[config.mk]
export PLATFORM = sky130hd
export DESIGN_NAME = instFetchMmu
export DESIGN_NICKNAME = d
export VERILOG_FILES = /design/src/logic/mmuPkg.sv /design/src/logic/fetchHandshake.sv /design/src/logic/instFetchMmu.sv /design/src/logic/instTranslate.sv /design/src/logic/tlbArray.sv
export SDC_FILE = /design/constraint.sdc
export NUM_CORES = 2
export LEC_CHECK = 0
export BUFFER_PORTS_ARGS = -buffer_cell sky130_fd_sc_hd__buf_2
export CORE_MARGIN = 1
export CORE_UTILIZATION = 40
export DETAILED_ROUTE_END_ITERATION = 6
export PLACE_DENSITY = 0.56
export SKIP_CTS_REPAIR_TIMING = 1
export SLEW_MARGIN = 20
export SYNTH_ARGS = -nofsm -noshare
export SYNTH_HDL_FRONTEND = slang
export SYNTH_HIERARCHICAL = 1
export SYNTH_SLANG_ARGS = --single-unit
[constraint.sdc]
create_clock -name clk -period 9.3 [get_ports clk]
set_input_delay 2.79 -clock clk [delete_from_list [all_inputs] [get_ports clk]]
set_output_delay 2.79 -clock clk [all_outputs]
set_load 0.02 [all_outputs]
[src/logic/mmuPkg.sv]
// Instruction fetch MMU package with address widths, segment and exception codes, TLB types
package mmuPkg;

    // ------------------------------
    // Address and field widths
    // ------------------------------

    // Virtual PC from the fetch stage
    typedef logic [31:0] vaddrT;
    // Physical address bits 31..12
    typedef logic [19:0] ptagT;
    // Even/odd page pair number, vaddr bits 31..13
    typedef logic [18:0] vpn2T;
    // EntryHi address space ID
    typedef logic [7:0]  asidT;
    // Cache attribute, as in Config.K0 and EntryLo.C
    typedef logic [2:0]  cattrT;
    // Cause.ExcCode width
    typedef logic [4:0]  excCodeT;

    // ------------------------------
    // TLB geometry
    // ------------------------------

    // Joint TLB depth, power of two
    localparam int TLB_ENTRIES = 16;
    localparam int TLB_IDX_W   = $clog2(TLB_ENTRIES);

    typedef logic [TLB_IDX_W-1:0] tlbIdxT;

    // ------------------------------
    // Encodings
    // ------------------------------

    // Cacheable noncoherent
    localparam cattrT   CATTR_CACHED = 3'd3;

    // TLB exception on load or fetch
    localparam excCodeT EXC_TLBL     = 5'd2;
    // Address error on load or fetch
    localparam excCodeT EXC_ADEL     = 5'd4;

    // Top three vaddr bits of the unmapped kernel segments
    localparam logic [2:0] SEG_KSEG0 = 3'b100;
    localparam logic [2:0] SEG_KSEG1 = 3'b101;

    // ------------------------------
    // Structs
    // ------------------------------

    // One 4 KiB page of an entry, EntryLo without the dirty bit
    typedef struct packed {
        ptagT  pfn;
        cattrT c;
        logic  v;
    } tlbPageT;

    // One joint TLB entry covering an even/odd pair
    typedef struct packed {
        vpn2T    vpn2;
        asidT    asid;
        logic    g;
        tlbPageT even;
        tlbPageT odd;
    } tlbEntryT;

    // Indexed write, like TLBWI
    typedef struct packed {
        logic     valid;
        tlbIdxT   index;
        tlbEntryT entry;
    } tlbWriteT;

    // Translation result back to the fetch stage
    typedef struct packed {
        ptagT    ptag;
        logic    unCache;
        logic    hasExc;
        logic    isRefill;
        excCodeT excCode;
    } fetchRespT;

    // Four-phase handshake states
    typedef enum logic [1:0] {
        IDLE,
        LOOKUP,
        RESPOND,
        RELEASE
    } hsStateT;

endpackage

[src/logic/fetchHandshake.sv]
// Four-phase req/ack controller that sequences capture, lookup and response registration
module fetchHandshake (
    input  logic              clk,
    input  logic              rst,
    // Requester side
    input  logic              reqI,
    output logic              ackO,
    // Translator control
    output logic              captureO,
    input  mmuPkg::fetchRespT respI,
    // Registered response
    output mmuPkg::fetchRespT respO
);
    import mmuPkg::*;

    hsStateT state;
    hsStateT stateNext;

    // ------------------------------
    // Next state
    // ------------------------------

    always_comb begin
        stateNext = state;
        case (state)
            IDLE: begin
                if (reqI) begin
                    stateNext = LOOKUP;
                end
            end
            // One cycle for TLB lookup and exception select
            LOOKUP: begin
                stateNext = RESPOND;
            end
            // Hold while the requester keeps req high
            RESPOND: begin
                if (!reqI) begin
                    stateNext = RELEASE;
                end
            end
            RELEASE: begin
                stateNext = IDLE;
            end
            default: begin
                stateNext = IDLE;
            end
        endcase
    end

    // Request accepted at the edge that sees req in IDLE
    assign captureO = (state == IDLE) && reqI;

    // ------------------------------
    // State, ack and response
    // ------------------------------

    always_ff @(posedge clk) begin
        if (!rst) begin
            state <= IDLE;
            ackO  <= 1'b0;
            respO <= '0;
        end else begin
            state <= stateNext;
            if (state == LOOKUP) begin
                // Ack and response rise together
                ackO  <= 1'b1;
                respO <= respI;
            end else if ((state == RESPOND) && !reqI) begin
                ackO  <= 1'b0;
            end
        end
    end

endmodule

[src/logic/instFetchMmu.sv]
// Instruction fetch MMU top joining the handshake controller, translator and joint TLB
module instFetchMmu (
    input  logic              clk,
    input  logic              rst,
    // Fetch requester
    input  logic              reqI,
    input  mmuPkg::vaddrT     vaddrI,
    // CP0 state
    input  mmuPkg::asidT      asidI,
    input  mmuPkg::cattrT     k0I,
    // TLBWI stand-in
    input  mmuPkg::tlbWriteT  tlbWriteI,
    // Response
    output logic              ackO,
    output mmuPkg::fetchRespT respO
);
    import mmuPkg::*;

    // Handshake to translator
    logic      capture;
    fetchRespT transResp;

    // Translator to TLB
    vpn2T    tlbVpn2;
    logic    tlbOdd;
    asidT    tlbAsid;
    logic    tlbHit;
    tlbPageT tlbPage;

    fetchHandshake u_fetchHandshake (
        .clk      (clk),
        .rst      (rst),
        .reqI     (reqI),
        .ackO     (ackO),
        .captureO (capture),
        .respI    (transResp),
        .respO    (respO)
    );

    instTranslate u_instTranslate (
        .clk      (clk),
        .rst      (rst),
        .captureI (capture),
        .vaddrI   (vaddrI),
        .asidI    (asidI),
        .k0I      (k0I),
        .tlbVpn2O (tlbVpn2),
        .tlbOddO  (tlbOdd),
        .tlbAsidO (tlbAsid),
        .tlbHitI  (tlbHit),
        .tlbPageI (tlbPage),
        .respO    (transResp)
    );

    tlbArray u_tlbArray (
        .clk    (clk),
        .rst    (rst),
        .writeI (tlbWriteI),
        .vpn2I  (tlbVpn2),
        .oddI   (tlbOdd),
        .asidI  (tlbAsid),
        .hitO   (tlbHit),
        .pageO  (tlbPage)
    );

endmodule

[src/logic/instTranslate.sv]
// Instruction address translator with segment decode, TLB query and exception selection
module instTranslate (
    input  logic              clk,
    input  logic              rst,
    // Request capture strobe
    input  logic              captureI,
    input  mmuPkg::vaddrT     vaddrI,
    input  mmuPkg::asidT      asidI,
    input  mmuPkg::cattrT     k0I,
    // TLB query
    output mmuPkg::vpn2T      tlbVpn2O,
    output logic              tlbOddO,
    output mmuPkg::asidT      tlbAsidO,
    // TLB result
    input  logic              tlbHitI,
    input  mmuPkg::tlbPageT   tlbPageI,
    // Combinational response
    output mmuPkg::fetchRespT respO
);
    import mmuPkg::*;

    // Segment class of the captured PC
    logic isKseg0;
    logic isKseg1;
    logic isMapped;

    // kseg0 attribute from Config.K0 at capture
    logic kseg0UnCache;

    // PC not word aligned
    logic misAlign;

    // Captured payload
    ptagT unmapTag;
    vpn2T vpn2Reg;
    logic oddReg;
    asidT asidReg;

    // Mapped page attribute
    logic mappedUnCache;

    // ------------------------------
    // Capture
    // ------------------------------

    // Control flags
    always_ff @(posedge clk) begin
        if (!rst) begin
            isKseg0      <= 1'b0;
            isKseg1      <= 1'b0;
            isMapped     <= 1'b0;
            kseg0UnCache <= 1'b0;
            misAlign     <= 1'b0;
        end else if (captureI) begin
            isKseg0      <= vaddrI[31:29] == SEG_KSEG0;
            isKseg1      <= vaddrI[31:29] == SEG_KSEG1;
            // useg, kseg2 and kseg3 go through the TLB
            isMapped     <= (vaddrI[31:29] != SEG_KSEG0) && (vaddrI[31:29] != SEG_KSEG1);
            kseg0UnCache <= k0I != CATTR_CACHED;
            misAlign     <= vaddrI[1:0] != 2'b00;
        end
    end

    // Address fields and ASID
    always_ff @(posedge clk) begin
        if (captureI) begin
            // Unmapped segments drop the top three bits
            unmapTag <= {3'b000, vaddrI[28:12]};
            vpn2Reg  <= vaddrI[31:13];
            oddReg   <= vaddrI[12];
            asidReg  <= asidI;
        end
    end

    // TLB query from the captured fields
    assign tlbVpn2O = vpn2Reg;
    assign tlbOddO  = oddReg;
    assign tlbAsidO = asidReg;

    // ------------------------------
    // Response
    // ------------------------------

    // Miss returns a zero page, which reads as uncached
    assign mappedUnCache = tlbPageI.c != CATTR_CACHED;

    assign respO.ptag    = isMapped ? tlbPageI.pfn : unmapTag;

    // kseg1 always uncached
    assign respO.unCache = isKseg1 ||
                           (isKseg0 && kseg0UnCache) ||
                           (isMapped && mappedUnCache);

    // AdEL first, then refill and invalid
    always_comb begin
        if (misAlign) begin
            respO.hasExc   = 1'b1;
            respO.isRefill = 1'b0;
            respO.excCode  = EXC_ADEL;
        end else if (isMapped && !(tlbHitI && tlbPageI.v)) begin
            respO.hasExc   = 1'b1;
            // Refill vector only on a true miss
            respO.isRefill = !tlbHitI;
            respO.excCode  = EXC_TLBL;
        end else begin
            respO.hasExc   = 1'b0;
            respO.isRefill = 1'b0;
            respO.excCode  = '0;
        end
    end

endmodule

[src/logic/tlbArray.sv]
// Joint TLB storage with indexed write port and combinational fully associative lookup
module tlbArray (
    input  logic             clk,
    input  logic             rst,
    // Indexed entry write
    input  mmuPkg::tlbWriteT writeI,
    // Lookup query
    input  mmuPkg::vpn2T     vpn2I,
    input  logic             oddI,
    input  mmuPkg::asidT     asidI,
    // Lookup result
    output logic             hitO,
    output mmuPkg::tlbPageT  pageO
);
    import mmuPkg::*;

    // Entry storage
    tlbEntryT entries [TLB_ENTRIES];

    // One bit per entry that matches the query
    logic [TLB_ENTRIES-1:0] matchVec;

    // Priority encoded winner
    logic     anyHit;
    tlbIdxT   hitIdx;
    tlbEntryT hitEntry;

    // ------------------------------
    // Storage and write port
    // ------------------------------

    // Cleared entries have both pages invalid
    always_ff @(posedge clk) begin
        if (!rst) begin
            entries <= '{default: '0};
        end else if (writeI.valid) begin
            entries[writeI.index] <= writeI.entry;
        end
    end

    // ------------------------------
    // Associative match
    // ------------------------------

    always_comb begin
        for (int i = 0; i < TLB_ENTRIES; i++) begin
            // VPN2 compare, then global or same ASID
            matchVec[i] = (entries[i].vpn2 == vpn2I) &&
                          (entries[i].g || (entries[i].asid == asidI));
        end
    end

    // Scan downwards so the lowest matching index is kept
    always_comb begin
        anyHit = 1'b0;
        hitIdx = '0;
        for (int i = TLB_ENTRIES - 1; i >= 0; i--) begin
            if (matchVec[i]) begin
                anyHit = 1'b1;
                hitIdx = tlbIdxT'(i);
            end
        end
    end

    assign hitEntry = entries[hitIdx];

    // ------------------------------
    // Page select
    // ------------------------------

    assign hitO = anyHit;

    // Odd page for vaddr bit 12 set, zero page on a miss
    always_comb begin
        if (!anyHit) begin
            pageO = '0;
        end else if (oddI) begin
            pageO = hitEntry.odd;
        end else begin
            pageO = hitEntry.even;
        end
    end

endmodule

==> results.yml <==
final_layout:
  multi_input_area_mm2: 0.03082
  fin_util_pct: 44.37
  stdcell_area_mm2: 0.06560
  final.fill_count: 14580
  final_layout_size_suffix_gt1_share_pct: 7.944
  final-seq-area_mm2: 0.02590
  finish.net_count: 7197
  area.growth.synth_to_final_pct: 9.971
timing:
  finalSetupViolations: 0
  rsz0062_at_grt: "false"
  timing_worst_slew_pin_value_ps: 1215
  holdWs_ps: 459.4
  fin_crit_ps: 6572
  maxClockFrequency_mhz: 152.2
  totalNegativeSetupSlack_ps: 0
  worst_clock_skew_ps: 17.48
  final-hold-violation-count: 0
  slew_margin_rel_pct: 18.32
  max_slew_violations: 0
  final.period_utilization_pct: 70.67
drt:
  route.antenna.remaining_nets: 0
  avgRoutedWirePerCell_um: 23.76
  num_vias: 49940
  drt_pre_antenna_iters: 6
  routed_via_count_divided_by_cell_count: 5.483
  dr.first_iter.drc_count: 4724
  route.detailed.drc: 0
  routed_wl_um: 216500
clock_network:
  cts.root.buffer_cell: "sky130_fd_sc_hd__clkbuf_16"
  cts.sink_count: 1280
  htree_levels: 4
  cts_tree: "done"
  clk_pin_slew_ps: 60
  clk_path_buf_depth: 3
  clkLatencyLatePin_ps: 780
  cts_inserted_buffers: 141
power:
  seqPwrFrac_pct: 44.3
  vdd.ir_drop.worst_mv: 0.1770
  power_w: 0.01300
  swShare_pct: 26.96
  switching_power_w: 0.003506
  power.share.clock_pct: 43.7
  power.combinational.fraction_pct: 12.0
  power.density_cell_area_mw_per_mm2: 198.2
  internal-power_w: 0.009498
  power_leakage_nw: 21.94
setup_path:
  worst-endpoint-required_ps: 9970
  crit_start: "u_instTranslate/tlbVpn2O[7]"
  critical_path_peak_fanout: 20
  critical_path_buf_inv_count: 4
  criticalPathCategory: "reg2reg"
  worst-path-stages: 19
  rrSetupSlack_ps: 2730
  critPathSlowestCell: "sky130_fd_sc_hd__edfxtp_1"
  setup.worst_path.end_class: "flip-flop"
  reg2reg_to: "u_fetchHandshake/respO[7]"
  max_stage_delay_ps: 790
  cp-endpoint: "u_fetchHandshake/respO[7]"
  critical_path_cell_by_cell: "buf_4, xor2_1, nor4_1, nand4_1, nor3_1, nor2_1, inv_1, a31oi_2, nand2b_1, a21oi_4, buf_4, and2_1, buf_4, a2111oi_0, nor4b_2, nand3b_1, a221o_1, mux2i_1, nor2b_1"
  critical_path.startpoint_type: "flip-flop"
  critical-path-top-cell-by-count: "sky130_fd_sc_hd__buf_4"
  worst-endpoint-arrival_ps: 7240
  cp_top_family: "simple AND/OR/NAND/NOR gates"
  critical_path.reg2reg.startpoint: "u_instTranslate/tlbVpn2O[7]"
  timing.reg2reg.worst_path_depth: 19
die:
  starting_density_of_the_core_pct: 40.35
  floorplan.rows: 141
  dieWidth_um: 388.2
  die_area_mm2: 0.1507
  core_area_mm2: 0.1478
  top_level_ports: 156
  die_h_um: 388.2
synthesis:
  dominant_register_cell_in_the_synthesized_netlist: "sky130_fd_sc_hd__dfxtp_1"
  ys_seq_area_share_pct: 43.43
  synth-edff-count: 28
  synth.cell_area_mm2: 0.05965
  async_flop_share_pct: 0
  synth_cell_type_count: 69
  ys_top_cells_by_area: "sky130_fd_sc_hd__dfxtp_1 42%, sky130_fd_sc_hd__nand2_1 17%, sky130_fd_sc_hd__a21boi_0 15%, sky130_fd_sc_hd__xor2_1 5.6%, sky130_fd_sc_hd__clkbuf_1 3.7%"
  syn-instance-count: 7390
  yosys.area.top_type_share_pct: 42.02
  synth.top_cells.by_count: "2726 x sky130_fd_sc_hd__nand2_1, 1252 x sky130_fd_sc_hd__dfxtp_1, 1216 x sky130_fd_sc_hd__a21boi_0"
  post_synth.cell_area_avg_um2: 8.072
  yosysWarnings: 6
  synthDominantAreaCellType: "sky130_fd_sc_hd__dfxtp_1"
  synth.ff_latch_count: 1280
  post-synth-top-count-cell: "sky130_fd_sc_hd__nand2_1"
min_path:
  min_path_type: "reg2reg"
placement:
  dp.final_hpwl_um: 116600
  finalWeightedCongestion: 0.8070
  placed_cell_area_mm2: 0.06095
  port_buffers: 145
global_routing:
  grt_pass1_wl_um: 314600
  first_global_vias: 46070
  aggregate_global_route_resource_usage_pct: 27.79
  antenna_found_initial: 30
  maximum_number_of_pins_on_one_net_before_global_route_repair: 259
  overflow_left_after_global_routing: 0
status:
  outcome: "complete, no violations"
run:
  max-cap-violations: 0
layout make-up:
class,instances,area share (%)
flip-flops and latches,1280,39.49
inverters,9,0.05150
well taps,1930,3.681
clock buffers,217,6.462
repair buffers,261,2.714
diodes,4,0.01526
clock inverters,34,0.6008
multi-input cells,5374,46.99
placed cells by master, fill, tap and decap left out, types with 4 or more instances in the layout:
| master | synthesis | layout |
|---|---|---|
| sky130_fd_sc_hd__nor4_2 | 22 | 22 |
| sky130_fd_sc_hd__inv_6 | 0 | 7 |
| sky130_fd_sc_hd__nand3_1 | 22 | 17 |
| sky130_fd_sc_hd__a31oi_1 | 20 | 20 |
| sky130_fd_sc_hd__and2_1 | 30 | 28 |
| sky130_fd_sc_hd__dfxtp_1 | 1252 | 1252 |
| sky130_fd_sc_hd__mux2_4 | 14 | 14 |
| sky130_fd_sc_hd__nor2b_1 | 34 | 34 |
| sky130_fd_sc_hd__xnor2_1 | 48 | 48 |
| sky130_fd_sc_hd__o22ai_1 | 23 | 23 |
| sky130_fd_sc_hd__nand2_1 | 2726 | 2714 |
| sky130_fd_sc_hd__clkbuf_16 | 0 | 145 |
| sky130_fd_sc_hd__nor4_1 | 97 | 97 |
| sky130_fd_sc_hd__edfxtp_1 | 28 | 28 |
| sky130_fd_sc_hd__mux2i_1 | 212 | 212 |
| sky130_fd_sc_hd__nor2_1 | 89 | 77 |
| sky130_fd_sc_hd__a32oi_1 | 87 | 87 |
| sky130_fd_sc_hd__nor2_4 | 0 | 12 |
| sky130_fd_sc_hd__clkbuf_1 | 588 | 38 |
| sky130_fd_sc_hd__nand4_1 | 19 | 19 |
| sky130_fd_sc_hd__a21oi_1 | 140 | 140 |
| sky130_fd_sc_hd__nand2b_1 | 11 | 10 |
| sky130_fd_sc_hd__clkinvlp_4 | 0 | 4 |
| sky130_fd_sc_hd__clkinv_2 | 0 | 12 |
| sky130_fd_sc_hd__nand3_4 | 0 | 4 |
| sky130_fd_sc_hd__a211oi_1 | 23 | 23 |
| sky130_fd_sc_hd__xor2_1 | 384 | 384 |
| sky130_fd_sc_hd__nor3_1 | 17 | 10 |
| sky130_fd_sc_hd__nor3_2 | 1 | 8 |
| sky130_fd_sc_hd__buf_2 | 49 | 144 |
| sky130_fd_sc_hd__buf_12 | 5 | 12 |
| sky130_fd_sc_hd__a21boi_0 | 1216 | 1216 |
| sky130_fd_sc_hd__buf_4 | 25 | 102 |
| sky130_fd_sc_hd__a22oi_1 | 57 | 57 |
| sky130_fd_sc_hd__clkbuf_8 | 0 | 34 |
| sky130_fd_sc_hd__nand2_4 | 0 | 12 |
| sky130_fd_sc_hd__o211ai_1 | 20 | 20 |
| sky130_fd_sc_hd__bufinv_16 | 0 | 7 |
| sky130_fd_sc_hd__inv_1 | 8 | 8 |
| sky130_fd_sc_hd__diode_2 | 0 | 4 |
how the worst min path moves through the flow:
stage / end / cells past startpoint / slack [ps] / startpoint
finish: u_tlbArray/entries[1110] / 2 / 460 / u_tlbArray/entries[1110]
global route: u_tlbArray/entries[548] / 2 / 480 / u_tlbArray/entries[548]
CTS: u_tlbArray/entries[1110] / 2 / 460 / u_tlbArray/entries[1110]
detailed placement: u_tlbArray/entries[1110] / 2 / 450 / u_tlbArray/entries[1110]
global placement: u_tlbArray/entries[1104] / 2 / 450 / u_tlbArray/entries[1104]
floorplan: u_tlbArray/entries[1089] / 2 / 440 / u_tlbArray/entries[1089]
routing by layer:
metal  vias up  global-route usage, %  wire length, um
met5         -                      0              186
li1      23590                      -                -
met3       434                  4.618            15410
met2      1750                  45.52           100200
met1     24140                  36.44            92410
met4        26                  10.62             8279
worst min-delay path, cell delays in order (launching register included):
cell and delay, ps:
sky130_fd_sc_hd__dfxtp_1 300, sky130_fd_sc_hd__nand2_1 40, sky130_fd_sc_hd__a21boi_0 60
sequential cells by signal (all words and copies together) (netlist names):
name                          cells
u_instTranslate/isMapped          1
u_instTranslate/tlbAsidO          8
u_instTranslate/misAlign          1
u_fetchHandshake/respO           28
u_instTranslate/isKseg0           1
u_instTranslate/isKseg1           1
u_instTranslate/kseg0UnCache      1
u_fetchHandshake/state            2
u_instTranslate/tlbVpn2O         19
u_fetchHandshake/ackO             1
u_instTranslate/unmapTag          1
u_tlbArray/entries             1216
cells by family (layout without fill, tap and decap cells):
group	Yosys count	in the layout	share of synthesized area, %
muxes	229	229	3.966
AOI/OAI and AO/OA	1617	1617	19.89
and+or+nand+nor	3090	3090	20.86
DFF	1280	1280	43.43
adders and majority gates	3	3	0.06293
other	1	7	0.006286
xor gates and xnor gates	432	432	6.343
buffers and inverters	738	521	5.449
power by group through the flow:
stage / Combinational, W / Clock [W] / Sequential [W]
after CTS: 0.00154 / 0.00578 / 0.00576
after detailed placement: 0.00154 / 0 / 0.00588
after global placement: 0.00154 / 0 / 0.00588
after global routing: 0.00165 / 0.00601 / 0.00577
after floorplan: 0.00107 / 0 / 0.00585
final: 0.00156 / 0.00569 / 0.00576
stage by stage:
stage          setup WS [ps]  std cells
4_1_cts                 2899       9105
3_5_place_dp            2897       8854
6_report                2728       9109
3_3_place_gp            2930       8853
5_1_grt                 2519       9108
2_1_floorplan           4899       7392
Note: power is estimated with default switching activity, not from simulation.
